[src/accel_macros.svh]
`ifndef ACCEL_MACROS_SVH
`define ACCEL_MACROS_SVH

`define ACCEL_I2C_ADDR 7'h1D
`define I2C_QUARTER 4

`define REG_POWER_CTL 8'h2D
`define REG_INT_ENABLE 8'h2E
`define REG_INT_MAP 8'h2F
`define REG_DATA_FORMAT 8'h31
`define REG_DATAX0 8'h32

// Measure mode on, full resolution at 16 g, data-ready interrupt on int1.
`define CFG_POWER_CTL 8'h08
`define CFG_DATA_FORMAT 8'h0B
`define CFG_INT_ENABLE 8'h80
`define CFG_INT_MAP 8'h00

`define SAMPLE_BYTES 6

`endif

[src/accel_pkg.sv]
`include "accel_macros.svh"

package accel_pkg;

	typedef struct packed {
		logic rd; // Burst read when set, single write otherwise.
		logic [7:0] reg_addr;
		logic [7:0] wdata;
		logic [2:0] nbytes; // Read length, 1 to 6.
	} i2c_cmd_t;

	typedef struct packed {
		logic ok;
		logic nack;
	} i2c_result_t;

	typedef struct packed {
		logic signed [15:0] z;
		logic signed [15:0] y;
		logic signed [15:0] x;
	} accel_axes_t;

	// The sensor sends every axis low byte first, so both views line up.
	typedef union packed {
		logic [`SAMPLE_BYTES-1:0][7:0] bytes;
		accel_axes_t axes;
	} accel_raw_u;

	typedef enum logic {
		cfg = 1'b0,
		smp = 1'b1
	} client_t;

endpackage

[src/i2c_arbiter.sv]
`timescale 1ns/1ps

module i2c_arbiter (
	input logic clk,
	input logic rst,
	input logic cfg_req,
	input accel_pkg::i2c_cmd_t cfg_cmd,
	output logic cfg_done,
	input logic smp_req,
	input accel_pkg::i2c_cmd_t smp_cmd,
	output logic smp_done,
	input logic result_done,
	output accel_pkg::client_t owner,
	output logic start,
	output accel_pkg::i2c_cmd_t cmd
);

	logic gnt;
	logic issued; // Start already sent for this grant.

	always_ff @(posedge clk) begin
		if (!rst) begin
			gnt <= 1'b0;
			issued <= 1'b0;
			start <= 1'b0;
			owner <= accel_pkg::cfg;
		end else begin
			start <= 1'b0;
			if (!gnt) begin
				if (cfg_req || smp_req) begin
					gnt <= 1'b1;
					issued <= 1'b0;
					owner <= cfg_req ? accel_pkg::cfg : accel_pkg::smp; // Configurator first.
				end
			end else begin
				if (!issued) begin
					start <= 1'b1;
					issued <= 1'b1;
				end
				if (result_done) gnt <= 1'b0;
			end
		end
	end

	assign cmd = (owner == accel_pkg::smp) ? smp_cmd : cfg_cmd;
	assign cfg_done = result_done && gnt && (owner == accel_pkg::cfg);
	assign smp_done = result_done && gnt && (owner == accel_pkg::smp);

endmodule

[config.mk]
export PLATFORM = sky130hd
export DESIGN_NAME = i2c_arbiter
export DESIGN_NICKNAME = d
export VERILOG_FILES = /design/src/accel_pkg.sv /design/src/i2c_arbiter.sv
export VERILOG_INCLUDE_DIRS = /design/src
export SDC_FILE = /design/constraint.sdc
export NUM_CORES = 1
export LEC_CHECK = 0
export ABC_CLOCK_PERIOD_IN_PS = 2500
export BUFFER_PORTS_ARGS = -buffer_cell sky130_fd_sc_hd__buf_2
export CAP_MARGIN = 10
export CORE_MARGIN = 2
export CORE_UTILIZATION = 28
export DETAILED_ROUTE_END_ITERATION = 10
export GPL_TIMING_DRIVEN = 0
export PLACE_DENSITY_LB_ADDON = 0.12
export SLEW_MARGIN = 0
export SYNTH_ARGS = -nofsm -noshare
export SYNTH_HDL_FRONTEND = slang
export SYNTH_SLANG_ARGS = --single-unit
export TNS_END_PERCENT = 10
[constraint.sdc]
create_clock -name clk -period 2.5 [get_ports clk]
set_input_delay 0.125 -clock clk [delete_from_list [all_inputs] [get_ports clk]]
set_output_delay 0.125 -clock clk [all_outputs]
set_load 0.05 [all_outputs]
# Yosys cells after proc, flatten, opt, wreduce, memory -nomap -nowiden
# Cells that the tools add are included.
# word_totals
in_bits	45
register_bits	4
# classes
n_reduce_logical	7
n_mux	8
n_bitwise	2
# op_table
operator	n
2-to-1 mux 20 bit	1
2-to-1 mux 1 bit	7
AND reduction 2 bit	2
logical AND 1 bit	3
inverter 1 bit	2
nonzero test 2 bit	1
logical OR 1 bit	1

# Longest topological paths before layout
# logic_depth
ltp_word	3
mapped_depth	2
depth_no_buf	2

# Least setup slack after synthesis
# OpenSTA, ideal clock, no wires.
# synth_path
kind	register to output
startpoint	register owner
endpoint	output port cfg_done
arrival_time_ns	1.419
setup_slack_ns	0.956
path_stages_with_launch	3
n_path_buf	1
required_ns	2.375
cell_sequence	dfxtp_1 -> buf_6 -> nor2_1
# synth_between
elab_chain_cells	2
# synth_rtl
element	line_no	rtl
from (decl)	i2c_arbiter.sv:13	output accel_pkg::client_t owner,
from (signal assigned)	i2c_arbiter.sv:26	owner <= accel_pkg::cfg;
from (signal assigned)	i2c_arbiter.sv:33	owner <= cfg_req ? accel_pkg::cfg : accel_pkg::smp;
inverter 1 bit	i2c_arbiter.sv:46	assign cfg_done = result_done && gnt && (owner == accel_pkg::cfg);
logical AND 1 bit	i2c_arbiter.sv:46	
to (decl)	i2c_arbiter.sv:8	output logic cfg_done,
# Every way passes these cells.

==> out/metrics.yaml <==
period_minus_slack_ns: 1.54
grt.overflow.total: 0
layout-drive-gt1-share: 0.870
worstSetupPathType: "reg2out"
cp.required_ns: 2.38
cts_made_buffers: 3
cts_tree: "built"
dr.pass1.iters: 2
slowest_stage: "dfxtp_1"
vdd_drop_max_v: 0.000266
syn_area_um2: 392
crit_fanout: 10
r2r_end: "owner"
core_um2: 1300
final-max-slew-violation-count: 0
arrival_ns: 1.41
yosys_warnings: 0
grtUsageMet3: 0.0478
num_vias: 566
fmax_mhz: 650
path_clk_slew_ns: 0.04
vias_per_cell: 4.60
cts_max_level: 1
rsz0062_at_grt: "no"
hold_viol: 0
start_kind: "flip-flop"
synth_area_per_cell_um2: 10.6
diodes: 0
status: "finished, final reports clean"
hpwl_um: 1240
area_growth_pct: 97.4
place_area_um2: 751
final_util: 0.594
drt-total-wl_um: 1430
cts-resized-gates: 0
wire_per_inst_um: 11.6
post-route-period-util: 0.616
grt_busiest_layer: "met2"
met2_usage: 0.313
cts_hold_buf: 0
place.gp.congestion: 0.757
syn_nets: 82
synth_cells: 37
synthDistinctLibCells: 11
layout_commonest_cell: "buf_2"
io_pins: 69
drt-initial-drc-count: 3
max_cap_violations: 0
rows: 13
r2r_cells: 2
start_util: 0.301
fin_nets: 155
grt_max_degree: 11
post_cts_buffers: 0
gr-usage-met1: 0.172
slowest_delay_ns: 0.45
die_h_um: 41.4
hold_path.class: "in2reg"
die_area_um2: 1710
crit_end: "cmd[11]"
drc_errors: 0
antenna_found_initial: 0
skew_ns: 0.00325
worst_slew_pin_slew_ns: 0.259
r2r_setup_slack_ns: 1.63
clock-sinks: 4
tns_ns: 0
clk_latency_ns: 0.23
finalInstanceArea_um2: 773
r2r-start: "owner"
clock_path_buffers: 2
dp.cells: 120
end_kind: "output port"
pwr_density_cell_nw_per_um2: 490
portBuffers: 68
crit_chain: "buf_6 -> mux2_2 -> buf_2"
synth.ff_latch_count: 4
grt_pass1_wl_um: 2320
grt_usage: 0.174
startpoint: "owner"
leakagePower_nw: 0.439
seq_area_frac_synth: 0.204
setup_viol: 0
final_cell_mix: "68 x buf_2, 20 x mux2_2, 4 x dfxtp_1"
grt_pass1_vias: 542
relSlewSlack: 0.829
ant_nets: 0
die_w_um: 41.4
root_buffer: "clkbuf_4"
instances_no_fill: 123
-- synthesized netlist by cell type --
master / instances / area [um2]
mux2_2: 20 / 225
nand2_1: 3 / 11.3
dfxtp_1: 4 / 80.1
inv_1: 1 / 3.75
buf_6: 2 / 22.5
o31ai_1: 1 / 7.51
o311a_1: 1 / 10.0
o221a_2: 1 / 11.3
and3_1: 1 / 6.26
nor2_1: 2 / 7.51
nor2b_1: 1 / 6.26
-- worst max-delay path, delay by kind of cell, from the launching register on --
| kind | cells | cell delay [ns] |
|---|---|---|
| muxes | 1 | 0.34 |
| DFF | 1 | 0.45 |
| buffers and inverters | 2 | 0.39 |
-- power breakdown --
part           leakage, nW  internal [mW]  switching, mW
logic                0.392         0.0782          0.148
clock network       0.0138         0.0537         0.0257
registers           0.0331         0.0689        0.00482
-- layer usage --
metal,share of wire,wire (um)
met2,0.52,749
met4,0,0
met1,0.38,536
met3,0.10,143
met5,0,0
-- state kept, by name (all words and copies together), names as in the netlist --
| name | count |
|---|---|
| start | 1 |
| owner | 1 |
| gnt | 1 |
| issued | 1 |
-- worst min path at each step --
| stage | cells after the start | endpoint | start |
|---|---|---|---|
| after floorplan | 1 | issued | smp_req |
| after global placement | 2 | issued | smp_req |
| after detailed placement | 2 | issued | smp_req |
| after CTS | 2 | issued | smp_req |
| after global routing | 2 | issued | smp_req |
| final | 2 | issued | smp_req |
-- logic make-up (layout without fill, tap and decap cells) --
| kind of cell | after synthesis | in the layout | share of synthesized area |
|---|---|---|---|
| compound gates | 3 | 3 | 0.0735 |
| mux | 20 | 20 | 0.575 |
| buf+inv | 3 | 74 | 0.0671 |
| flops | 4 | 4 | 0.204 |
| simple gates | 7 | 7 | 0.0799 |
-- area by class of cell --
type / count / area [um2]
Buffer: 2 / 22.5
Clock buffer: 3 / 22.5
Fill cell: 133 / 528
Inverter: 1 / 3.75
Multi-Input combinational cell: 30 / 285
Sequential cell: 4 / 80.1
Tap cell: 15 / 18.8
Timing Repair Buffer: 68 / 340
-- metrics by stage --
stage	total power, mW	setup WS, ns	hold WS [ns]
global route	0.403	0.874	0.110
CTS	0.384	0.945	0.111
finish	0.379	0.961	0.118
floorplan	0.237	0.956	0.225
global placement	0.300	1.19	0.340
detailed placement	0.303	1.19	0.357
Note: power is estimated with default switching activity, not from simulation.
