[src/accel_macros.svh]
`ifndef ACCEL_MACROS_SVH
`define ACCEL_MACROS_SVH

`define ACCEL_I2C_ADDR 7'h1D
`define I2C_QUARTER 4

`define REG_POWER_CTL 8'h2D
`define REG_INT_ENABLE 8'h2E
`define REG_INT_MAP 8'h2F
`define REG_DATA_FORMAT 8'h31
`define REG_DATAX0 8'h32

// Measure mode on, full resolution at 16 g, data-ready interrupt on int1.
`define CFG_POWER_CTL 8'h08
`define CFG_DATA_FORMAT 8'h0B
`define CFG_INT_ENABLE 8'h80
`define CFG_INT_MAP 8'h00

`define SAMPLE_BYTES 6

`endif

[src/accel_pkg.sv]
`include "accel_macros.svh"

package accel_pkg;

	typedef struct packed {
		logic rd; // Burst read when set, single write otherwise.
		logic [7:0] reg_addr;
		logic [7:0] wdata;
		logic [2:0] nbytes; // Read length, 1 to 6.
	} i2c_cmd_t;

	typedef struct packed {
		logic ok;
		logic nack;
	} i2c_result_t;

	typedef struct packed {
		logic signed [15:0] z;
		logic signed [15:0] y;
		logic signed [15:0] x;
	} accel_axes_t;

	// The sensor sends every axis low byte first, so both views line up.
	typedef union packed {
		logic [`SAMPLE_BYTES-1:0][7:0] bytes;
		accel_axes_t axes;
	} accel_raw_u;

	typedef enum logic {
		cfg = 1'b0,
		smp = 1'b1
	} client_t;

endpackage

[src/accel_config.sv]
`timescale 1ns/1ps
`include "accel_macros.svh"

module accel_config (
	input logic clk,
	input logic rst,
	output logic req,
	output accel_pkg::i2c_cmd_t cmd,
	input logic done,
	input accel_pkg::i2c_result_t result,
	output logic ready
);

	logic [1:0] idx;

	// ****************************************
	// Setup table
	// ****************************************
	always_comb begin
		cmd = '0;
		cmd.nbytes = 3'd1;
		case (idx)
			2'd0: begin
				cmd.reg_addr = `REG_POWER_CTL;
				cmd.wdata = `CFG_POWER_CTL;
			end
			2'd1: begin
				cmd.reg_addr = `REG_DATA_FORMAT;
				cmd.wdata = `CFG_DATA_FORMAT;
			end
			2'd2: begin
				cmd.reg_addr = `REG_INT_MAP;
				cmd.wdata = `CFG_INT_MAP;
			end
			default: begin
				cmd.reg_addr = `REG_INT_ENABLE; // Interrupts go on only once routed.
				cmd.wdata = `CFG_INT_ENABLE;
			end
		endcase
	end

	always_ff @(posedge clk) begin
		if (!rst) begin
			idx <= 2'd0;
			req <= 1'b0;
			ready <= 1'b0;
		end else if (done) begin
			req <= 1'b0;
			if (result.ok) begin
				idx <= idx + 2'd1;
				if (idx == 2'd3) ready <= 1'b1;
			end
		end else if (!req && !ready) begin
			req <= 1'b1; // Also retries a register that got no acknowledge.
		end
	end

endmodule

[config.mk]
export PLATFORM = sky130hd
export DESIGN_NAME = accel_config
export DESIGN_NICKNAME = d
export VERILOG_FILES = /design/src/accel_pkg.sv /design/src/accel_config.sv
export VERILOG_INCLUDE_DIRS = /design/src
export SDC_FILE = /design/constraint.sdc
export NUM_CORES = 1
export LEC_CHECK = 0
export BUFFER_PORTS_ARGS = -buffer_cell sky130_fd_sc_hd__buf_2
export CORE_AREA = 2 2 39 41
export CTS_CLUSTER_SIZE = 24
export DETAILED_ROUTE_END_ITERATION = 10
export DIE_AREA = 0 0 41 43
export HOLD_SLACK_MARGIN = 0.12
export SYNTH_ARGS = -nofsm -noshare
export SYNTH_HDL_FRONTEND = slang
export SYNTH_SLANG_ARGS = --single-unit
[constraint.sdc]
create_clock -name clk -period 1.25 [get_ports clk]
set_input_delay 0.125 -clock clk [delete_from_list [all_inputs] [get_ports clk]]
set_output_delay 0.125 -clock clk [all_outputs]
set_load 0.01 [all_outputs]
Yosys cells after proc, flatten, opt, wreduce, memory -nomap -nowiden. Index checks and enable logic that the tools add are counted.

Bitwise logic cells: 1. Reductions and logical operators: 7. Add/sub/neg operators: 1. Eq/ne operators: 3. $lt $le $gt $ge: 0. Mux-type cells: 1. Div/mod/pow operators: 0. $mul: 0. Shift operators: 0.

Operators by type and width (count): $pmux W13 S3 (1); $eq A2 B2 Y1 const B (2); $reduce_and A3 Y1 (1); $add A2 B1 Y2 const B (1); $eq A2 B1 Y1 const B (1); $logic_not A1 Y1 (2); $logic_not A2 Y1 (1); $reduce_and A2 Y1 (1); $reduce_or A2 Y1 (1); $logic_and A1 B1 Y1 (1); $not A1 Y1 (1).

Word-level logic and storage cells: 16. Bits of input ports: 5. Memories kept: 0. Memory bits (writable): 0. ROM bits: 0. Flip-flop bits (word level): 4. Output and inout port bits: 22. Bits in latches: 0.

Depth between registers and ports, before layout. Gate-level depths: netlist (run 1).

Depth in word-level cells: 2. Gate-level depth with buffers: 4. Depth with buffers taken out: 4.

Least setup slack after synthesis (run 1). OpenSTA, ideal clock, no wires.

Path type: flip-flop to output port. Start point: register idx[0]. End point: output cmd[12] in the netlist's numbering. Arrival: 947 ps. Setup slack: 178 ps. Required time: 1125 ps. Buffers on the path: 0. Stages on the path, launching flop included: 4. Cell sequence: dfxtp_1 -> inv_1 -> ha_1 -> or2_2.

RTL lines: start: declaration (line accel_config.sv:14) `logic [1:0] idx;`; start signal: assignment (line accel_config.sv:50) `idx <= idx + 2'd1;`; end: declaration (line accel_config.sv:8) `output accel_pkg::i2c_cmd_t cmd,`.

==> results of run 1 <==
-- power by group through the flow --
stage | clock (mW) | combinational (mW) | sequential, mW
floorplan | 0 | 0.0832 | 0.142
global placement | 0 | 0.0810 | 0.141
detailed placement | 0 | 0.0825 | 0.141
CTS | 0.164 | 0.0914 | 0.138
global route | 0.175 | 0.107 | 0.142
finish | 0.156 | 0.0937 | 0.140
-- kinds of logic (layout without fill, tap and decap cells) --
group | Yosys count | count (layout)
adders and majority gates | 6 | 6
buffers and inverters | 18 | 24
and+or+nand+nor | 11 | 11
other | 2 | 11
DFF | 4 | 4
AOI/OAI and AO/OA | 3 | 3
-- final cells by class --
cell class | instances | area [um^2]
Tap cell | 16 | 20.0
Multi-Input combinational cell | 31 | 230
Inverter | 4 | 17.5
Sequential cell | 4 | 87.6
Clock buffer | 3 | 22.5
Timing Repair Buffer | 17 | 101
Fill cell | 153 | 905
-- state kept, by name, summed over array words and instances, names as in the netlist --
register	flops
idx	2
ready	1
req	1
-- critical path, delay by kind of cell, from the launching register on --
family | cells | cell delay (ns)
buffers and inverters | 1 | 0.12
and+or+nand+nor | 1 | 0.24
adders and majority gates | 1 | 0.18
DFF | 1 | 0.36
-- through the flow --
stage	setup slack, ns	power (mW)	util	area (um^2)	cells
finish	-0.00430	0.391	0.346	479	75
global placement	0.0632	0.222	0.282	390	70
detailed placement	0.0578	0.224	0.282	390	70
CTS	-0.00985	0.394	0.335	464	75
floorplan	0.178	0.225	-	398	53
global route	-0.0457	0.424	0.346	479	75
-- final timing paths --
path,slack [ns],cells after the start,to,start
max reg2reg,0.29,4,ready,idx[0]
min reg2reg,0.51,2,idx[1],idx[1]
min,0.18,2,ready,rst
max,-0.004,3,cmd[12],idx[0]
-- cells in the mapped netlist (all sizes together) --
cell type  instances
nand4              1
inv                4
nand2              2
nor3b              1
nor2b              2
and2               1
a31oi              1
nand4b             1
dfxtp              4
ha                 6
o21ai              2
conb               2
buf               14
or2                1
nor2               2
-- what timing repair did --
action / in CTS / in global routing
buffers inserted: 1 / 0
endpoints found under the setup margin: 5 / 4
resized for setup: 11 / 4
pin swaps: 1 / 0
hold buffers: 1 / 0
endpoints found under the hold margin: 1 / 0
-- routing by layer --
| metal | GRT usage | part of all wire | vias to the layer above |
|---|---|---|---|
| met5 | 0 | 0 | - |
| met1 | 0.0774 | 0.42 | 123 |
| li1 | - | - | 141 |
| met2 | 0.103 | 0.47 | 16 |
| met4 | 0.0800 | 0 | 0 |
| met3 | 0.0314 | 0.11 | 0 |
==> results.sh, run 1 <==
export IMPL_cts_buffer_depth=2
export IMPL_critPathSlowestCell="dfxtp_4"
export IMPL_cts_inserted_buffers=3
export IMPL_fin_nets=72
export IMPL_drc_errors=0
export IMPL_synth_fa_ha_area_frac=0.206
export IMPL_grt_use_total=0.0754
export IMPL_dr_pass1_iters=2
export IMPL_yosys_area_top_type="buf_4"
export IMPL_status="finished with violations"
export IMPL_yosys_register_bits=4
export IMPL_drv_cap=0
export IMPL_drt_iter0_markers=3
export IMPL_min_path_type="input port to flop"
export IMPL_mostFrequentLayoutCell="buf_2"
export IMPL_wl_per_cell_um=8.00
export IMPL_grt_overflow=0
export IMPL_grt_max_degree=7
export IMPL_grt_pass1_vias=231
export IMPL_max_stage_delay_ns=0.36
export IMPL_cts_tree="yes"
export IMPL_ys_warn_count=0
export IMPL_grt_first_pass_wirelength_um=855
export IMPL_clockPowerShare=0.401
export IMPL_cts_root_buf="clkbuf_4"
export IMPL_hpwl_um=450
export IMPL_worstPathCellList="ha_2 -> or2_4 -> buf_6"
export IMPL_die_w_um=41
export IMPL_finalSetupViolCount=1
export IMPL_path_class="flop to primary output"
export IMPL_synth_area_um2=364
export IMPL_core_area_um2=1380
export IMPL_leakage_nw=0.233
export IMPL_final_cell_mix="13 x buf_2, 11 x conb_1, 3 x clkbuf_4"
export IMPL_synth_top_family_by_area="buffers and inverters"
export IMPL_p_comb_frac=0.240
export IMPL_cp_end_kind="primary output"
export IMPL_num_vias=280
export IMPL_area_growth_pct=31.6
export IMPL_seq_area_frac_synth=0.220
export IMPL_power_density_nw_per_um2=815
export IMPL_worst_skew_pair_late_latency_ns=0.23
export IMPL_gp_congestion=0.633
export IMPL_violations="negative setup slack"
export IMPL_n_antenna_cell=0
export IMPL_rsz0062_at_grt="true"
export IMPL_drive_gt1_frac=0.492
export IMPL_ios=27
export IMPL_ys_top_cells_by_area="buf_4 29%, dfxtp_1 22%, ha_1 21%"
export IMPL_syn_mean_instance_area_um2=8.27
export IMPL_slew_viol_final=0
export IMPL_p_sw_uw=112
export IMPL_synth_xor_area_frac=0
export IMPL_synthMuxAreaShare=0
export IMPL_postRouteWirelength_um=600
export IMPL_synth_cell_type_count=15
export IMPL_post_route_worst_setup_slack_ns=-0.00430
export IMPL_skew_ns=0.00446
export IMPL_syn_inst=44
export IMPL_num_rows=14
export IMPL_internal_power_uw=278
export IMPL_cts_sinks=4
export IMPL_grt_antenna_before_repair=0
export IMPL_crit_fanout=5
export IMPL_crit_path_start_kind="flop"
export IMPL_die_h_um=43
export IMPL_antenna_left=0
export IMPL_hold_ws_ns=0.181
export IMPL_crit_required_ns=1.12
export IMPL_period_share=1.00
export IMPL_min_period_ns=1.25
export IMPL_tns_ns=-0.00430
export IMPL_worst_endpoint_arrival_ns=1.13
export IMPL_die_area_um2=1760
export IMPL_vdd_drop_max_v=0.000353
export IMPL_port_buffer_count=14
export IMPL_drt_vias_per_instance=3.73
export IMPL_synth_simple_area_share=0.179
export IMPL_switching_share=0.287
export IMPL_synth_top_area_share=0.289
export IMPL_fmax_mhz=797
export IMPL_cts_max_level=1
export IMPL_p_seq_frac=0.360
export IMPL_hold_violations=0
export IMPL_initial_core_util=0.263
export IMPL_path_clk_slew_ns=0.04
export IMPL_synth_compound_area_frac=0.0447
No activity file was read; power rests on OpenSTA's default activity.
==> run 2: changes to the inputs <==
BUFFER_PORTS_ARGS = default   (was -buffer_cell sky130_fd_sc_hd__buf_2)
DONT_BUFFER_PORTS = 1   (was default)
==> results.sh, run 2 (synthesis results as in run 1) <==
export IMPL_cts_inserted_buffers=3
export IMPL_num_rows=14
export IMPL_n_antenna_cell=0
export IMPL_tns_ns=0
export IMPL_power_uw=371
export IMPL_wl_per_cell_um=8.18
export IMPL_cts_root_buf="clkbuf_4"
export IMPL_reg_top3="idx: 2 flops, ready: 1 flops, req: 1 flops"
export IMPL_crit_path_start_kind="flop"
export IMPL_initial_core_util=0.263
export IMPL_worstPathCellList="buf_4 -> ha_2 -> nor2_2"
export IMPL_final_cell_mix="11 x conb_1, 4 x ha_1, 3 x inv_1, 3 x clkbuf_4, 3 x dlygate4sd3_1"
export IMPL_rsz0062_at_grt="false"
export IMPL_crit_required_ns=1.12
export IMPL_hpwl_um=409
export IMPL_largest_reg_flops=2
export IMPL_drive_gt1_frac=0.261
export IMPL_min_period_ns=1.20
export IMPL_cts_max_level=1
export IMPL_cts_buffer_depth=2
export IMPL_drc_errors=0
export IMPL_worst_endpoint_arrival_ns=1.08
export IMPL_path_class="flop to primary output"
export IMPL_grt_overflow=0
export IMPL_cp_end_kind="primary output"
export IMPL_die_area_um2=1760
export IMPL_fmax_mhz=833
export IMPL_drt_iter0_markers=3
export IMPL_mostFrequentLayoutCell="conb_1"
export IMPL_switching_share=0.286
export IMPL_die_h_um=43
export IMPL_path_buf_inv=1
export IMPL_worst_skew_pair_late_latency_ns=0.23
export IMPL_vdd_drop_max_v=0.000218
export IMPL_grt_first_pass_wirelength_um=793
export IMPL_min_path_type="flop to flop"
export IMPL_status="completed"
export IMPL_max_stage_delay_ns=0.35
export IMPL_hold_ws_ns=0.494
export IMPL_port_buffer_count=0
export IMPL_hold_violations=0
export IMPL_leakage_nw=0.176
export IMPL_clockPowerShare=0.431
export IMPL_dr_pass1_iters=4
export IMPL_cts_sinks=4
export IMPL_antenna_left=0
export IMPL_grt_antenna_before_repair=0
export IMPL_path_clk_slew_ns=0.04
export IMPL_drv_cap=0
export IMPL_ios=27
export IMPL_p_comb_frac=0.193
export IMPL_post_dp_cell_area_um2=320
export IMPL_cp_top_family="flip-flops"
export IMPL_largest_register="idx"
export IMPL_grt_pass1_vias=213
export IMPL_internal_power_uw=265
export IMPL_area_growth_pct=7.22
export IMPL_gp_congestion=0.655
export IMPL_finalSetupViolCount=0
export IMPL_power_density_nw_per_um2=950
export IMPL_num_vias=235
export IMPL_p_seq_frac=0.377
export IMPL_die_w_um=41
export IMPL_grt_max_degree=7
export IMPL_fin_nets=59
export IMPL_crit_fanout=5
export IMPL_grt_use_total=0.0744
export IMPL_drt_vias_per_instance=3.79
export IMPL_critPathSlowestCell="dfxtp_4"
export IMPL_fin_util=0.282
export IMPL_period_share=0.961
export IMPL_core_area_um2=1380
export IMPL_skew_ns=0.00253
export IMPL_slew_viol_final=0
export IMPL_cts_tree="yes"
export IMPL_p_sw_uw=106
export IMPL_design_area_um2=390
export IMPL_postRouteWirelength_um=507
==> run 2: power groups by stage <==
stage	Combinational [mW]	Sequential (mW)	Clock [mW]
floorplan	0.0832	0.142	0
global placement	0.0558	0.142	0
detailed placement	0.0570	0.143	0
CTS	0.0716	0.141	0.166
global route	0.0832	0.141	0.173
finish	0.0715	0.140	0.160
==> run 2: path summary, 6_finish.rpt <==
| check | slack (ns) | end | depth (start not counted) | startpoint |
|---|---|---|---|---|
| worst max-delay path | 0.05 | cmd[6] | 3 | idx[0] |
| worst max register to register | 0.27 | ready | 4 | idx[0] |
| worst min register to register | 0.49 | idx[1] | 2 | idx[1] |
| worst min-delay path | 0.49 | idx[1] | 2 | idx[1] |
==> run 2: final cells by class <==
type	count	area (um^2)
fillers	154	993
multi-input cells	31	208
flip-flops and latches	4	87.6
repair buffers	4	37.5
clock buffers	3	22.5
well taps	16	20.0
inverters	4	15.0
==> run 2: tightest hold or removal path: stages (launching register included) <==
cell and delay (ns):
dfxtp_4 0.35, nand2_1 0.06, o21ai_1 0.05
==> run 2: what timing repair did <==
item / 4_1_cts / 5_1_grt
setup buffers: 0 / 0
endpoints found under the hold margin: 4 / 0
cloned: 0 / 0
setup endpoints to repair: 2 / 2
resized for setup: 6 / 3
pin swaps: 1 / 1
hold buffers: 3 / 0
==> run 2: stage by stage <==
stage               setup slack [ns]  std cells
global route                 0.00646         62
floorplan                      0.178         53
global placement               0.171         56
detailed placement             0.140         56
CTS                           0.0162         62
finish                        0.0488         62
==> run 2: routing by layer <==
metal / vias to the layer above / GRT usage / share of wire
met5: - / 0 / 0
li1: 118 / - / -
met1: 103 / 0.0710 / 0.44
met2: 14 / 0.0906 / 0.44
met3: 0 / 0.0366 / 0.11
met4: 0 / 0.107 / 0
