==> src/accel_macros.svh <==
`ifndef ACCEL_MACROS_SVH
`define ACCEL_MACROS_SVH

`define ACCEL_I2C_ADDR 7'h1D
`define I2C_QUARTER 4

`define REG_POWER_CTL 8'h2D
`define REG_INT_ENABLE 8'h2E
`define REG_INT_MAP 8'h2F
`define REG_DATA_FORMAT 8'h31
`define REG_DATAX0 8'h32

// Measure mode on, full resolution at 16 g, data-ready interrupt on int1.
`define CFG_POWER_CTL 8'h08
`define CFG_DATA_FORMAT 8'h0B
`define CFG_INT_ENABLE 8'h80
`define CFG_INT_MAP 8'h00

`define SAMPLE_BYTES 6

`endif

==> src/accel_pkg.sv <==
`include "accel_macros.svh"

package accel_pkg;

	typedef struct packed {
		logic rd; // Burst read when set, single write otherwise.
		logic [7:0] reg_addr;
		logic [7:0] wdata;
		logic [2:0] nbytes; // Read length, 1 to 6.
	} i2c_cmd_t;

	typedef struct packed {
		logic ok;
		logic nack;
	} i2c_result_t;

	typedef struct packed {
		logic signed [15:0] z;
		logic signed [15:0] y;
		logic signed [15:0] x;
	} accel_axes_t;

	// The sensor sends every axis low byte first, so both views line up.
	typedef union packed {
		logic [`SAMPLE_BYTES-1:0][7:0] bytes;
		accel_axes_t axes;
	} accel_raw_u;

	typedef enum logic {
		cfg = 1'b0,
		smp = 1'b1
	} client_t;

endpackage

==> src/accel_sampler.sv <==
`timescale 1ns/1ps
`include "accel_macros.svh"

module accel_sampler (
	input logic clk,
	input logic rst,
	input logic ready,
	input logic int1,
	output logic req,
	output accel_pkg::i2c_cmd_t cmd,
	input logic owned,
	input logic done,
	input accel_pkg::i2c_result_t result,
	input logic [7:0] rd_byte,
	input logic rd_strobe,
	output accel_pkg::accel_axes_t sample,
	output logic sample_valid
);

	logic int1_meta;
	logic int1_sync;
	logic int1_prev;
	logic rise;
	logic pending;
	logic [2:0] byte_idx;
	accel_pkg::accel_raw_u raw;

	assign rise = int1_sync && !int1_prev;

	always_comb begin
		cmd = '0;
		cmd.rd = 1'b1;
		cmd.reg_addr = `REG_DATAX0;
		cmd.nbytes = 3'(`SAMPLE_BYTES);
	end

	always_ff @(posedge clk) begin
		if (!rst) begin
			int1_meta <= 1'b0;
			int1_sync <= 1'b0;
			int1_prev <= 1'b0;
			pending <= 1'b0;
			req <= 1'b0;
			byte_idx <= 3'd0;
			sample_valid <= 1'b0;
		end else begin
			int1_meta <= int1;
			int1_sync <= int1_meta;
			int1_prev <= int1_sync;
			sample_valid <= done && result.ok;
			if (owned && rd_strobe) byte_idx <= byte_idx + 3'd1;
			if (req) begin
				if (done) req <= 1'b0;
				if (rise && ready) pending <= 1'b1; // Keep one edge for the next burst.
			end else if (pending || (rise && ready)) begin
				req <= 1'b1;
				pending <= 1'b0;
				byte_idx <= 3'd0;
			end
		end
	end

	// ****************************************
	// Burst assembly
	// ****************************************
	always_ff @(posedge clk) begin
		if (owned && rd_strobe) raw.bytes[byte_idx] <= rd_byte;
		if (done && result.ok) sample <= raw.axes; // A NACKed burst is dropped.
	end

endmodule

==> config.mk <==
export PLATFORM = sky130hd
export DESIGN_NAME = accel_sampler
export DESIGN_NICKNAME = d
export VERILOG_FILES = /design/src/accel_pkg.sv /design/src/accel_sampler.sv
export VERILOG_INCLUDE_DIRS = /design/src
export SDC_FILE = /design/constraint.sdc
export NUM_CORES = 1
export LEC_CHECK = 0
export ABC_CLOCK_PERIOD_IN_PS = 1600
export BUFFER_PORTS_ARGS = -buffer_cell sky130_fd_sc_hd__buf_2
export CAP_MARGIN = 10
export CORE_MARGIN = 3
export CORE_UTILIZATION = 45
export CTS_CLUSTER_SIZE = 28
export DETAILED_ROUTE_END_ITERATION = 8
export GPL_ROUTABILITY_DRIVEN = 0
export GPL_TIMING_DRIVEN = 0
export HOLD_SLACK_MARGIN = 0.08
export MAX_ROUTING_LAYER = met4
export PLACE_DENSITY = 0.72
export SYNTH_ARGS = -nofsm -noshare
export SYNTH_HDL_FRONTEND = slang
export SYNTH_SLANG_ARGS = --single-unit
==> constraint.sdc <==
create_clock -name clk -period 1.6 [get_ports clk]
set_input_delay 0.08 -clock clk [delete_from_list [all_inputs] [get_ports clk]]
set_output_delay 0.08 -clock clk [all_outputs]
set_load 0.01 [all_outputs]
# Word-level counts from Yosys, hierarchy flattened
# Index checks and enable logic that the tools add are counted.
# totals
ff_bits	105
output_inout_bits	70
elab_cells	36
# classes
addsub	1
order_cmp	2
n_eq_ne	1
n_mux	12
reduce_logical	9
# op_table
operator	count
$bwmux W48	1
$demux W8 S3	1
$mux W3	3
$mux W8	1
$mux W1	6
$logic_and A1 B1 Y1	5
$lt A3 B4 Y1 const B	1
$add A3 B1 Y3 const B	1
$ge A3 B1 Y1 const B	1
$ne A2 B1 Y1 const B	1
$reduce_and A2 Y1	1
$reduce_bool A2 Y1	1
$logic_not A1 Y1	1
$logic_or A1 B1 Y1	1

# Longest topological paths before layout
# Gate-level depths: netlist of the first run.
# depth
word_depth	6
depth_mapped	4

# Least setup slack after synthesis of the first run
# No wires, ideal clock.
# synth_path
path_type	input to register
startpoint	in result[1] (netlist bit)
endpoint	reg sample[0] (netlist bit) (enable)
setup_ps	410
t_arrival_ps	1230
required_ps	1190
slack_ps	-40
cell_stages	1
n_path_buf	0
path_cell_list	and2_1
# synth_between
elab_chain_cells	1
# synth_rtl
element	line	source
start, declared	accel_sampler.sv:13	input accel_pkg::i2c_result_t result,
$logic_and A1 B1 Y1	accel_sampler.sv:68	if (done && result.ok) sample <= raw.axes;
end signal, assigned	accel_sampler.sv:68	
end, declared	accel_sampler.sv:16	output accel_pkg::accel_axes_t sample,
# No other way between the ends.
# A chain may end at the register's enable or synchronous reset.

# Worst setup path in the final report of the first run
# layout_path
startpoint	reg byte_idx[1]
endpoint	reg byte_idx[1]
# layout_between
elab_chain_cells	4
# layout_rtl
element	line	source
start, declared	accel_sampler.sv:25	logic [2:0] byte_idx;
start signal, assigned	accel_sampler.sv:51	if (owned && rd_strobe) byte_idx <= byte_idx + 3'd1;
$add A3 B1 Y3	accel_sampler.sv:51	
$mux W3 (*)	accel_sampler.sv:51	
$mux W3	accel_sampler.sv:55	end else if (pending || (rise && ready)) begin
$mux W3 (*)	accel_sampler.sv:52	if (req) begin
# Mark *: on every way between the ends. The rest lies on a longest branch, timed or not.

==> results.toml, run 1 <==
[sta]
min_period_ns = 1.52
timing.final.hold_violations = 0
timing_worst_slew_pin_value_ns = 0.575
report.final.setup_viol = 0
setup_total_negative_slack_ns = 0
slew_violations = 0
post-route-period-util_pct = 95.1
slew-limit-headroom_pct = 61.7
rsz_0062_raised_after_global_routing = "no"
clock_skew_ns = 0.00931
fmaxAchievable_mhz = 657

[floorplan]
core_region_area_um2 = 7330
fp.dieW_um = 93.3
fp.dieArea_um2 = 8700
initial_util_pct = 46.8
boundaryPins = 87
chip_height_um = 93.3
rows = 31

[synth]
seq_area_frac_synth_pct = 89.3
synth.mux.area_fraction_pct = 0
synth_compound_gate_area_share_pct = 1.42
post_synth_instance_area_um2 = 3430
synth_simple_gate_area_share_pct = 3.94
synth-adder-area-share_pct = 0.365
number_of_synthesis_warnings = 0
synth.distinct_cells = 22
synth_cells = 160
synthXorXnorAreaFrac_pct = 0.255
ys_ff_latch = 105
synth_top_family_by_area = "buffers and inverters"
syn-mean-instance-area_um2 = 21.4

[cts]
clock_insertion_delay_worst_skew_ns = 0.36
postCtsSetupRepairBufs = 0
cts-htree-levels = 3
worst_setup_hold_path_clk_slew_ns = 0.10
cts-buffers-inserted = 9
cts_tree = "done"
cts.sink_count = 105
cts-root-buf = "clkbuf_8"
clock_tree_buf_depth = 2

[drt]
ant_nets = 0
via_count = 1555
detailedRoute.firstPassIterationCount = 4
wirelength_um = 4810
wire_per_inst_um = 12.8
vias_per_cell = 4.14
drt_drc_violations_left = 0
drt-initial-drc-count = 48

[final_layout]
most-common-layout-cells = "edfxtp_1 (96), buf_2 (65), buf_4 (20), conb_1 (20), dlygate4sd3_1 (18)"
multiInputGateArea_um2 = 310
n_fill_cell = 559
mostFrequentLayoutCell = "edfxtp_1"
layout-drive-gt1-share_pct = 41.2
fin_util_pct = 59.4
syn2layout_area_growth_pct = 26.9
sequential_cell_area_um2 = 3060
post-route-cell-area_um2 = 4350
fin_cells = 376
finalNetCount = 290
antenna-diode-count = 0

[global_route]
grt_overflow_total = 0
number_of_global_route_vias_before_repair = 1463
grt_antenna_before_repair = 0
first_pass_grt_wire_length_um = 7300
total_global_route_track_usage_pct = 11.9
pin_count_of_the_biggest_net_entering_global_routing = 49

[critical_path]
cp.buffers_inverters = 1
cpLargestDelayFamily = "buffers and inverters"
cp-end-kind = "flop"
path_cells = "ha_1, nand3_1, dlygate4sd3_1, a21oi_1"
timing.critical_path.fanout_max = 6
critPathKind = "reg2reg"
setup_crit_start_kind = "flop"
worst_path_max_delay_cell = "dlygate4sd3_1"
cp_data_arrival_time_ns = 1.76
cp.required_ns = 1.84
timing.critical_path.slowest_cell_delay_ns = 0.56

[power_and_ir_drop]
worst_ir_drop_vdd_uv = 525
total_leakage_power_nw = 1.64
powerDensity_nw_per_um2 = 1110

[placement]
placed_cells_incl_taps = 342
number_of_buffers_inserted_by_port_buffering = 65
post_dp_cell_area_um2 = 3950
hpwl_um = 3050

[run]
cap_violations = 0

[hold_path]
min-delay-path-class = "in2reg"

[run_status]
outcome = "completed"
==> power by group <==
part           total [mW]  switching [mW]  internal, mW  leakage [nW]
clock network        1.53           0.919         0.614        0.0973
logic               0.237           0.128         0.110         0.586
registers            3.06          0.0170          3.04         0.959
total                4.83            1.06          3.77          1.64
==> cells in the mapped netlist <==
| library cell | n | area share [%] |
|---|---|---|
| nand2_1 | 4 | 0.44 |
| ha_1 | 1 | 0.36 |
| and3_1 | 2 | 0.36 |
| nand2b_1 | 3 | 0.55 |
| o211a_1 | 1 | 0.29 |
| edfxtp_1 | 96 | 84 |
| dfxtp_1 | 9 | 5.3 |
| nand2_2 | 1 | 0.18 |
| a21oi_1 | 1 | 0.15 |
| or2_4 | 1 | 0.26 |
| buf_4 | 20 | 4.4 |
| and2_1 | 4 | 0.73 |
| xor2_1 | 1 | 0.26 |
| nor3_1 | 1 | 0.15 |
| a31o_2 | 1 | 0.26 |
| nand3_1 | 3 | 0.44 |
| a21oi_2 | 1 | 0.26 |
| conb_1 | 2 | 0.22 |
| nor2_1 | 5 | 0.55 |
| o311ai_2 | 1 | 0.47 |
| inv_1 | 1 | 0.11 |
| nor3_2 | 1 | 0.29 |
==> area by class of cell <==
cell class / instances / share of cell area (%)
sequential: 105 / 70.4
timing repair buffer: 83 / 11.6
multi-input combinational: 52 / 7.13
buffer: 20 / 3.45
clock buffer: 9 / 2.85
tap: 99 / 2.85
clock inverter: 7 / 1.61
inverter: 1 / 0.0863
==> metal layers <==
| metal | wire length, um | track usage (%) |
|---|---|---|
| met1 | 1930 | 13.7 |
| met2 | 2480 | 19.5 |
| met3 | 329 | 3.54 |
| met4 | 74 | 4.76 |
| met5 | 0 | - |
==> state kept, by name, summed over array words and instances, names as in the netlist <==
| register | cells |
|---|---|
| byte_idx | 3 |
| sample | 48 |
| int1_meta | 1 |
| int1_prev | 1 |
| raw | 48 |
| int1_sync | 1 |
| pending | 1 |
| sample_valid | 1 |
| req | 1 |
==> tightest hold or removal path: cells and delay by family <==
| family | cells | cell delay [ns] |
|---|---|---|
| xor+xnor | 1 | 0.06 |
| buf+inv | 1 | 0.13 |
| simple gates | 2 | 0.16 |
==> kinds of logic after synthesis <==
| logic type | Yosys count |
|---|---|
| flops | 105 |
| simple gates | 25 |
| buf+inv | 21 |
| compound gates | 5 |
| other cells | 2 |
| xor+xnor | 1 |
| fa+ha+maj | 1 |
==> final timing paths <==
path	startpoint	to	slack [ns]	cells past startpoint
worst max-delay path	byte_idx[1]	byte_idx[1]	0.08	4
worst min-delay path	rd_strobe	byte_idx[2]	0.10	4
worst max register to register	byte_idx[1]	byte_idx[1]	0.08	4
worst min register to register	raw[44]	sample[44]	0.43	0
==> repair_timing <==
item / in CTS / in global routing
hold buffers: 18 / 0
endpoints found under the hold margin: 57 / 0
cloned: 0 / 0
gates resized for setup: 0 / 8
endpoints found under the setup margin: 40 / 97
==> per-stage QoR <==
stage          hold slack, ns  worst slack (ns)  total power, mW
6_report                0.105            0.0791             4.83
5_1_grt                 0.129            0.0212             5.03
4_1_cts                0.0902            -0.135             4.87
3_5_place_dp            0.295            -0.103             3.33
3_3_place_gp            0.289            -0.426             3.32
2_1_floorplan           0.179             0.152             3.24
Power figures use the tool's default switching activity.
==> run 2: changes to the inputs <==
BUFFER_PORTS_ARGS = not set   (was -buffer_cell sky130_fd_sc_hd__buf_2)
DONT_BUFFER_PORTS = 1   (was not set)
PLACE_DENSITY = not set   (was 0.72)
PLACE_DENSITY_LB_ADDON = 0.12   (was not set)
==> run 2 against run 1 <==
Global-route usage increased by 0.99 points. Total power is 1.3% lower. Via count fell by 10%. Clock power barely moved. Core utilization is 4.6 points lower. Non-clock buffer count decreased by 65. Flip-flop and latch count unchanged. Sequential share of layout area increased by 5.9 points. Worst hold slack better by 0.13 ns. Sequential power is essentially flat. Wire length increased by 5.9%. Combinational power shrank 29%.
==> results.toml, run 2 (synthesis gave the netlist of run 1 again) <==
[power_and_ir_drop]
clock_power_share_pct = 31.6
power.net_switching_uw = 935
switching_share_pct = 19.6
total_leakage_power_nw = 1.37
share_comb_of_total_power_pct = 3.5
seq_power_share_pct = 64.8
worst_ir_drop_vdd_uv = 558
powerDensity_nw_per_um2 = 1190
internal-power_mw = 3.83

[critical_path]
worst_path_max_delay_cell = "dlygate4sd3_1"
worst_setup_path_startpoint = "byte_idx[1]"
path_cells = "ha_1, nand3_1, dlygate4sd3_1, a21oi_1"
setup_crit_start_kind = "flop"
cpLargestDelayFamily = "buffers and inverters"
cp.required_ns = 1.83
cp-end-kind = "flop"
timing.critical_path.fanout_max = 6
critPathKind = "reg2reg"
cp_data_arrival_time_ns = 1.74
timing.critical_path.slowest_cell_delay_ns = 0.56
cp.buffers_inverters = 1
rr_startpoint = "byte_idx[1]"

[run_status]
outcome = "completed"

[sta]
timing_worst_slew_pin_value_ns = 1.06
post-route-period-util_pct = 94.5
slew-limit-headroom_pct = 29.7
min_period_ns = 1.51
rsz_0062_raised_after_global_routing = "no"
fmaxAchievable_mhz = 661
clock_skew_ns = 0.00546
slew_violations = 0
report.final.setup_viol = 0
timing.final.hold_violations = 0

[drt]
drt-initial-drc-count = 48
dr_wl_met3_um = 266
wire_per_inst_um = 16.4
wirelength_um = 5090
drt_drc_violations_left = 0
detailedRoute.firstPassIterationCount = 3
via_count = 1397
ant_nets = 0
routed.top_layer = "met4"
wirelength_met1_um = 2050
dr_wl_met2_um = 2690
vias_per_cell = 4.51

[final_layout]
post-route-cell-area_um2 = 4020
most-common-layout-cells = "edfxtp_1 (96), buf_4 (20), conb_1 (20)"
finalNetCount = 225
layout-drive-gt1-share_pct = 22.3
antenna-diode-count = 0
n_fill_cell = 564
syn2layout_area_growth_pct = 17.1
fin_util_pct = 54.8
mostFrequentLayoutCell = "edfxtp_1"

[global_route]
number_of_global_route_vias_before_repair = 1427
pin_count_of_the_biggest_net_entering_global_routing = 49
grt_antenna_before_repair = 0
grt_overflow_total = 0
first_pass_grt_wire_length_um = 7710
total_global_route_track_usage_pct = 12.9

[floorplan]
fp.dieArea_um2 = 8700
initial_util_pct = 46.8
core_region_area_um2 = 7330
chip_height_um = 93.3
boundaryPins = 87
fp.dieW_um = 93.3
rows = 31

[placement]
hpwl_um = 3310
post_dp_cell_area_um2 = 3630
number_of_buffers_inserted_by_port_buffering = 0

[hold_path]
min_from = "owned"
min-delay-path-class = "in2reg"

[cts]
cts.sink_count = 105
cts-buffers-inserted = 9
cts-htree-levels = 3
clock_tree_buf_depth = 2
cts-root-buf = "clkbuf_8"
clock_insertion_delay_worst_skew_ns = 0.35
cts_tree = "done"
worst_setup_hold_path_clk_slew_ns = 0.09
postCtsSetupRepairBufs = 0

[run]
cap_violations = 0
## run 2: cell count changes in the layout (fill, tap and decap cells not counted), sizes merged
cell	delta
buf	-65
bufinv	+1
clkbuf	+1
clkinv	-1
clkinvlp	+2
inv	-4
## run 2: final cells by class
cell class                 count  area (um^2)  area share [%]
multi-input combinational     52          309            7.69
clock inverter                 5         57.6            1.43
clock buffer                  10          128            3.18
tap                           99          124            3.08
buffer                        20          150            3.74
timing repair buffer          18          180            4.49
sequential                   105         3060            76.3
inverter                       1         3.75          0.0935
## run 2: final timing paths
path | end | slack, ns | depth (start not counted)
setup / recovery | byte_idx[1] | 0.09 | 4
hold / removal | raw[15] | 0.23 | 2
setup reg to reg | byte_idx[1] | 0.09 | 4
hold reg to reg | sample[42] | 0.42 | 0
## run 2: power groups by stage
| stage | registers [mW] | clock network (mW) | logic [mW] |
|---|---|---|---|
| floorplan | 3.14 | 0 | 0.0980 |
| global placement | 3.15 | 0 | 0.110 |
| detailed placement | 3.16 | 0 | 0.114 |
| CTS | 3.09 | 1.56 | 0.163 |
| global route | 3.10 | 1.70 | 0.185 |
| finish | 3.09 | 1.51 | 0.168 |
## run 2: what timing repair did
item	in CTS	in global routing
endpoints found under the hold margin	57	0
endpoints found under the setup margin	48	40
resized for setup	1	6
hold buffers	18	0
pin swaps	0	0
## run 2: worst register-to-register path, cell delays in order (launching register included)
cell	delay [ns]
dfxtp_2	0.43
ha_1	0.26
nand3_1	0.08
dlygate4sd3_1	0.56
a21oi_1	0.06
## run 2: metal layers
metal  track usage (%)  up-vias
met3              4.26        9
met2              20.4       64
met4              6.23        0
li1                  -      653
met1              14.8      671
met5                 -        -
## run 2: per-stage QoR
stage | power, mW | TNS, ns | hold slack, ns | worst slack, ns | instances
floorplan | 3.24 | 0 | 0.179 | 0.152 | 178
global placement | 3.26 | -7.77 | 0.179 | -0.497 | 277
detailed placement | 3.27 | -3.75 | 0.179 | -0.105 | 277
CTS | 4.82 | -3.68 | 0.199 | -0.124 | 310
global route | 4.98 | 0 | 0.225 | 0.0391 | 310
finish | 4.77 | 0 | 0.234 | 0.0881 | 310
==> run 3: changes to the inputs <==
ABC_CLOCK_PERIOD_IN_PS = not set   (was 1600)
CORE_UTILIZATION = 26   (was 45)
==> run 3 against run 2 <==
Total power increased by 14%. Combinational power increased by 7%. Die area increased by 68%. Maximum frequency decreased by 1.8%. Flip-flop and latch count unchanged. Sequential share of layout area decreased by 4.3 points. Register-to-register slack got worse by 0.02 ns. Core utilization decreased by 21 points. Largest cell class unchanged.
==> results.toml, run 3 (synthesis gave the netlist of run 1 again) <==
[run_status]
outcome = "completed"

[global_route]
total_global_route_track_usage_pct = 8.76
grt_antenna_before_repair = 0
number_of_global_route_vias_before_repair = 1451
first_pass_grt_wire_length_um = 8610
grt_overflow_total = 0
pin_count_of_the_biggest_net_entering_global_routing = 49

[drt]
wirelength_um = 5960
wirelength_met1_um = 2380
vias_per_cell = 3.66
drt_drc_violations_left = 0
dr_wl_met3_um = 325
ant_nets = 0
dr_wl_met2_um = 3120
detailedRoute.firstPassIterationCount = 4
via_count = 1412
routed.top_layer = "met4"
wire_per_inst_um = 15.5
drt-initial-drc-count = 69

[cts]
cts_tree = "done"
cts-buffers-inserted = 9
cts-root-buf = "clkbuf_16"
worst_setup_hold_path_clk_slew_ns = 0.07
cts.sink_count = 105
clock_insertion_delay_worst_skew_ns = 0.34
cts-htree-levels = 3
clock_tree_buf_depth = 2

[hold_path]
holdPathStages = 2
min_from = "owned"
min-delay-path-class = "in2reg"
holdPathEnd = "raw[10]"

[final_layout]
mostFrequentLayoutCell = "edfxtp_1"
fin_util_pct = 33.3
antenna-diode-count = 0
syn2layout_area_growth_pct = 24.2
finalNetCount = 227
post-route-cell-area_um2 = 4260
most-common-layout-cells = "edfxtp_1 (96), buf_4 (20), conb_1 (20)"
layout-drive-gt1-share_pct = 23.4
fin_cells = 386

[floorplan]
boundaryPins = 87
fp.dieW_um = 121
core_region_area_um2 = 12800
chip_height_um = 121
fp.dieArea_um2 = 14600
rows = 41
initial_util_pct = 26.8

[sta]
timing.final.hold_violations = 0
finalHoldWorstSlack_ns = 0.220
rsz_0062_raised_after_global_routing = "yes"
slew_violations = 0
timing_worst_slew_pin_value_ns = 1.13
report.final.setup_viol = 0
post-route-period-util_pct = 96.3
min_period_ns = 1.54
slew-limit-headroom_pct = 24.9
clock_skew_ns = 0.00726
fmaxAchievable_mhz = 649

[critical_path]
rr_startpoint = "byte_idx[0]"
r2r_end = "raw[39]"
setup.reg_to_reg.worst_slack_ns = 0.07
setup_crit_start_kind = "primary input"
timing.reg2reg.worst_path_depth = 2
cp.required_ns = 1.57
critPathKind = "in2reg"
timing.critical_path.fanout_max = 8
cp-end-kind = "flop"
cp_data_arrival_time_ns = 1.51

[placement]
number_of_buffers_inserted_by_port_buffering = 0
hpwl_um = 3850
post_dp_cell_area_um2 = 3730
placed_cells_incl_taps = 351

[power_and_ir_drop]
worst_ir_drop_vdd_uv = 545
total_leakage_power_nw = 1.45
powerDensity_nw_per_um2 = 1280

[run]
cap_violations = 0
[run 3: cell count changes in the layout (fill, tap and decap cells not counted), moves of 2 or more]
cell	change
inv_6	+2
nor2_4	+2
clkinvlp_4	-3
nor2_2	-2
clkbuf_8	-9
clkbuf_16	+9
[run 3: worst max-delay path: stages]
cell           delay [ns]
dlygate4sd3_1        0.56
nand2_2              0.07
or2_4                0.26
nor2_2               0.53
[run 3: power breakdown]
| part | internal (mW) | switching (mW) | leakage (nW) |
|---|---|---|---|
| sequential | 3.05 | 0.0438 | 0.959 |
| clock | 1.23 | 0.945 | 0.150 |
| combinational | 0.0805 | 0.0994 | 0.346 |
[run 3: layer usage]
| layer | track usage, % | vias to the layer above |
|---|---|---|
| li1 | - | 659 |
| met1 | 9.20 | 684 |
| met2 | 13.9 | 56 |
| met3 | 4.24 | 13 |
| met4 | 4.04 | 0 |
| met5 | - | - |
[run 3: how the worst max path moves through the flow]
stage / start / to / slack (ns) / depth (start not counted)
final: owned / raw[39] / 0.06 / 4
after global routing: owned / raw[34] / -0.04 / 4
after CTS: byte_idx[0] / raw[7] / -0.28 / 2
after detailed placement: byte_idx[0] / raw[36] / -0.34 / 2
after global placement: byte_idx[0] / raw[8] / -0.65 / 2
after floorplan: byte_idx[0] / raw[10] / 0.15 / 2
[run 3: timing repair]
action / in CTS / in global routing
setup buffers: 0 / 1
hold endpoints to repair: 57 / 0
gates resized for setup: 3 / 5
setup endpoints to repair: 40 / 32
hold buffers: 18 / 0
[run 3: per-stage QoR]
| step | setup TNS, ns | worst slack (ns) | total power [mW] |
|---|---|---|---|
| after floorplan | 0 | 0.152 | 3.24 |
| after global placement | -16.12 | -0.654 | 3.27 |
| after detailed placement | -11.17 | -0.344 | 3.28 |
| after CTS | -4.33 | -0.278 | 5.51 |
| after global routing | -0.289 | -0.0416 | 5.68 |
| final | 0 | 0.0597 | 5.45 |
[run 3: area by class of cell]
cell class	count	area, um^2
clock buffers	9	225
flip-flops and latches	105	3060
inverters	1	3.75
multi-input cells	52	313
well taps	172	215
fillers	1211	8510
repair buffers	20	211
plain buffers	20	150
clock inverters	7	76.3
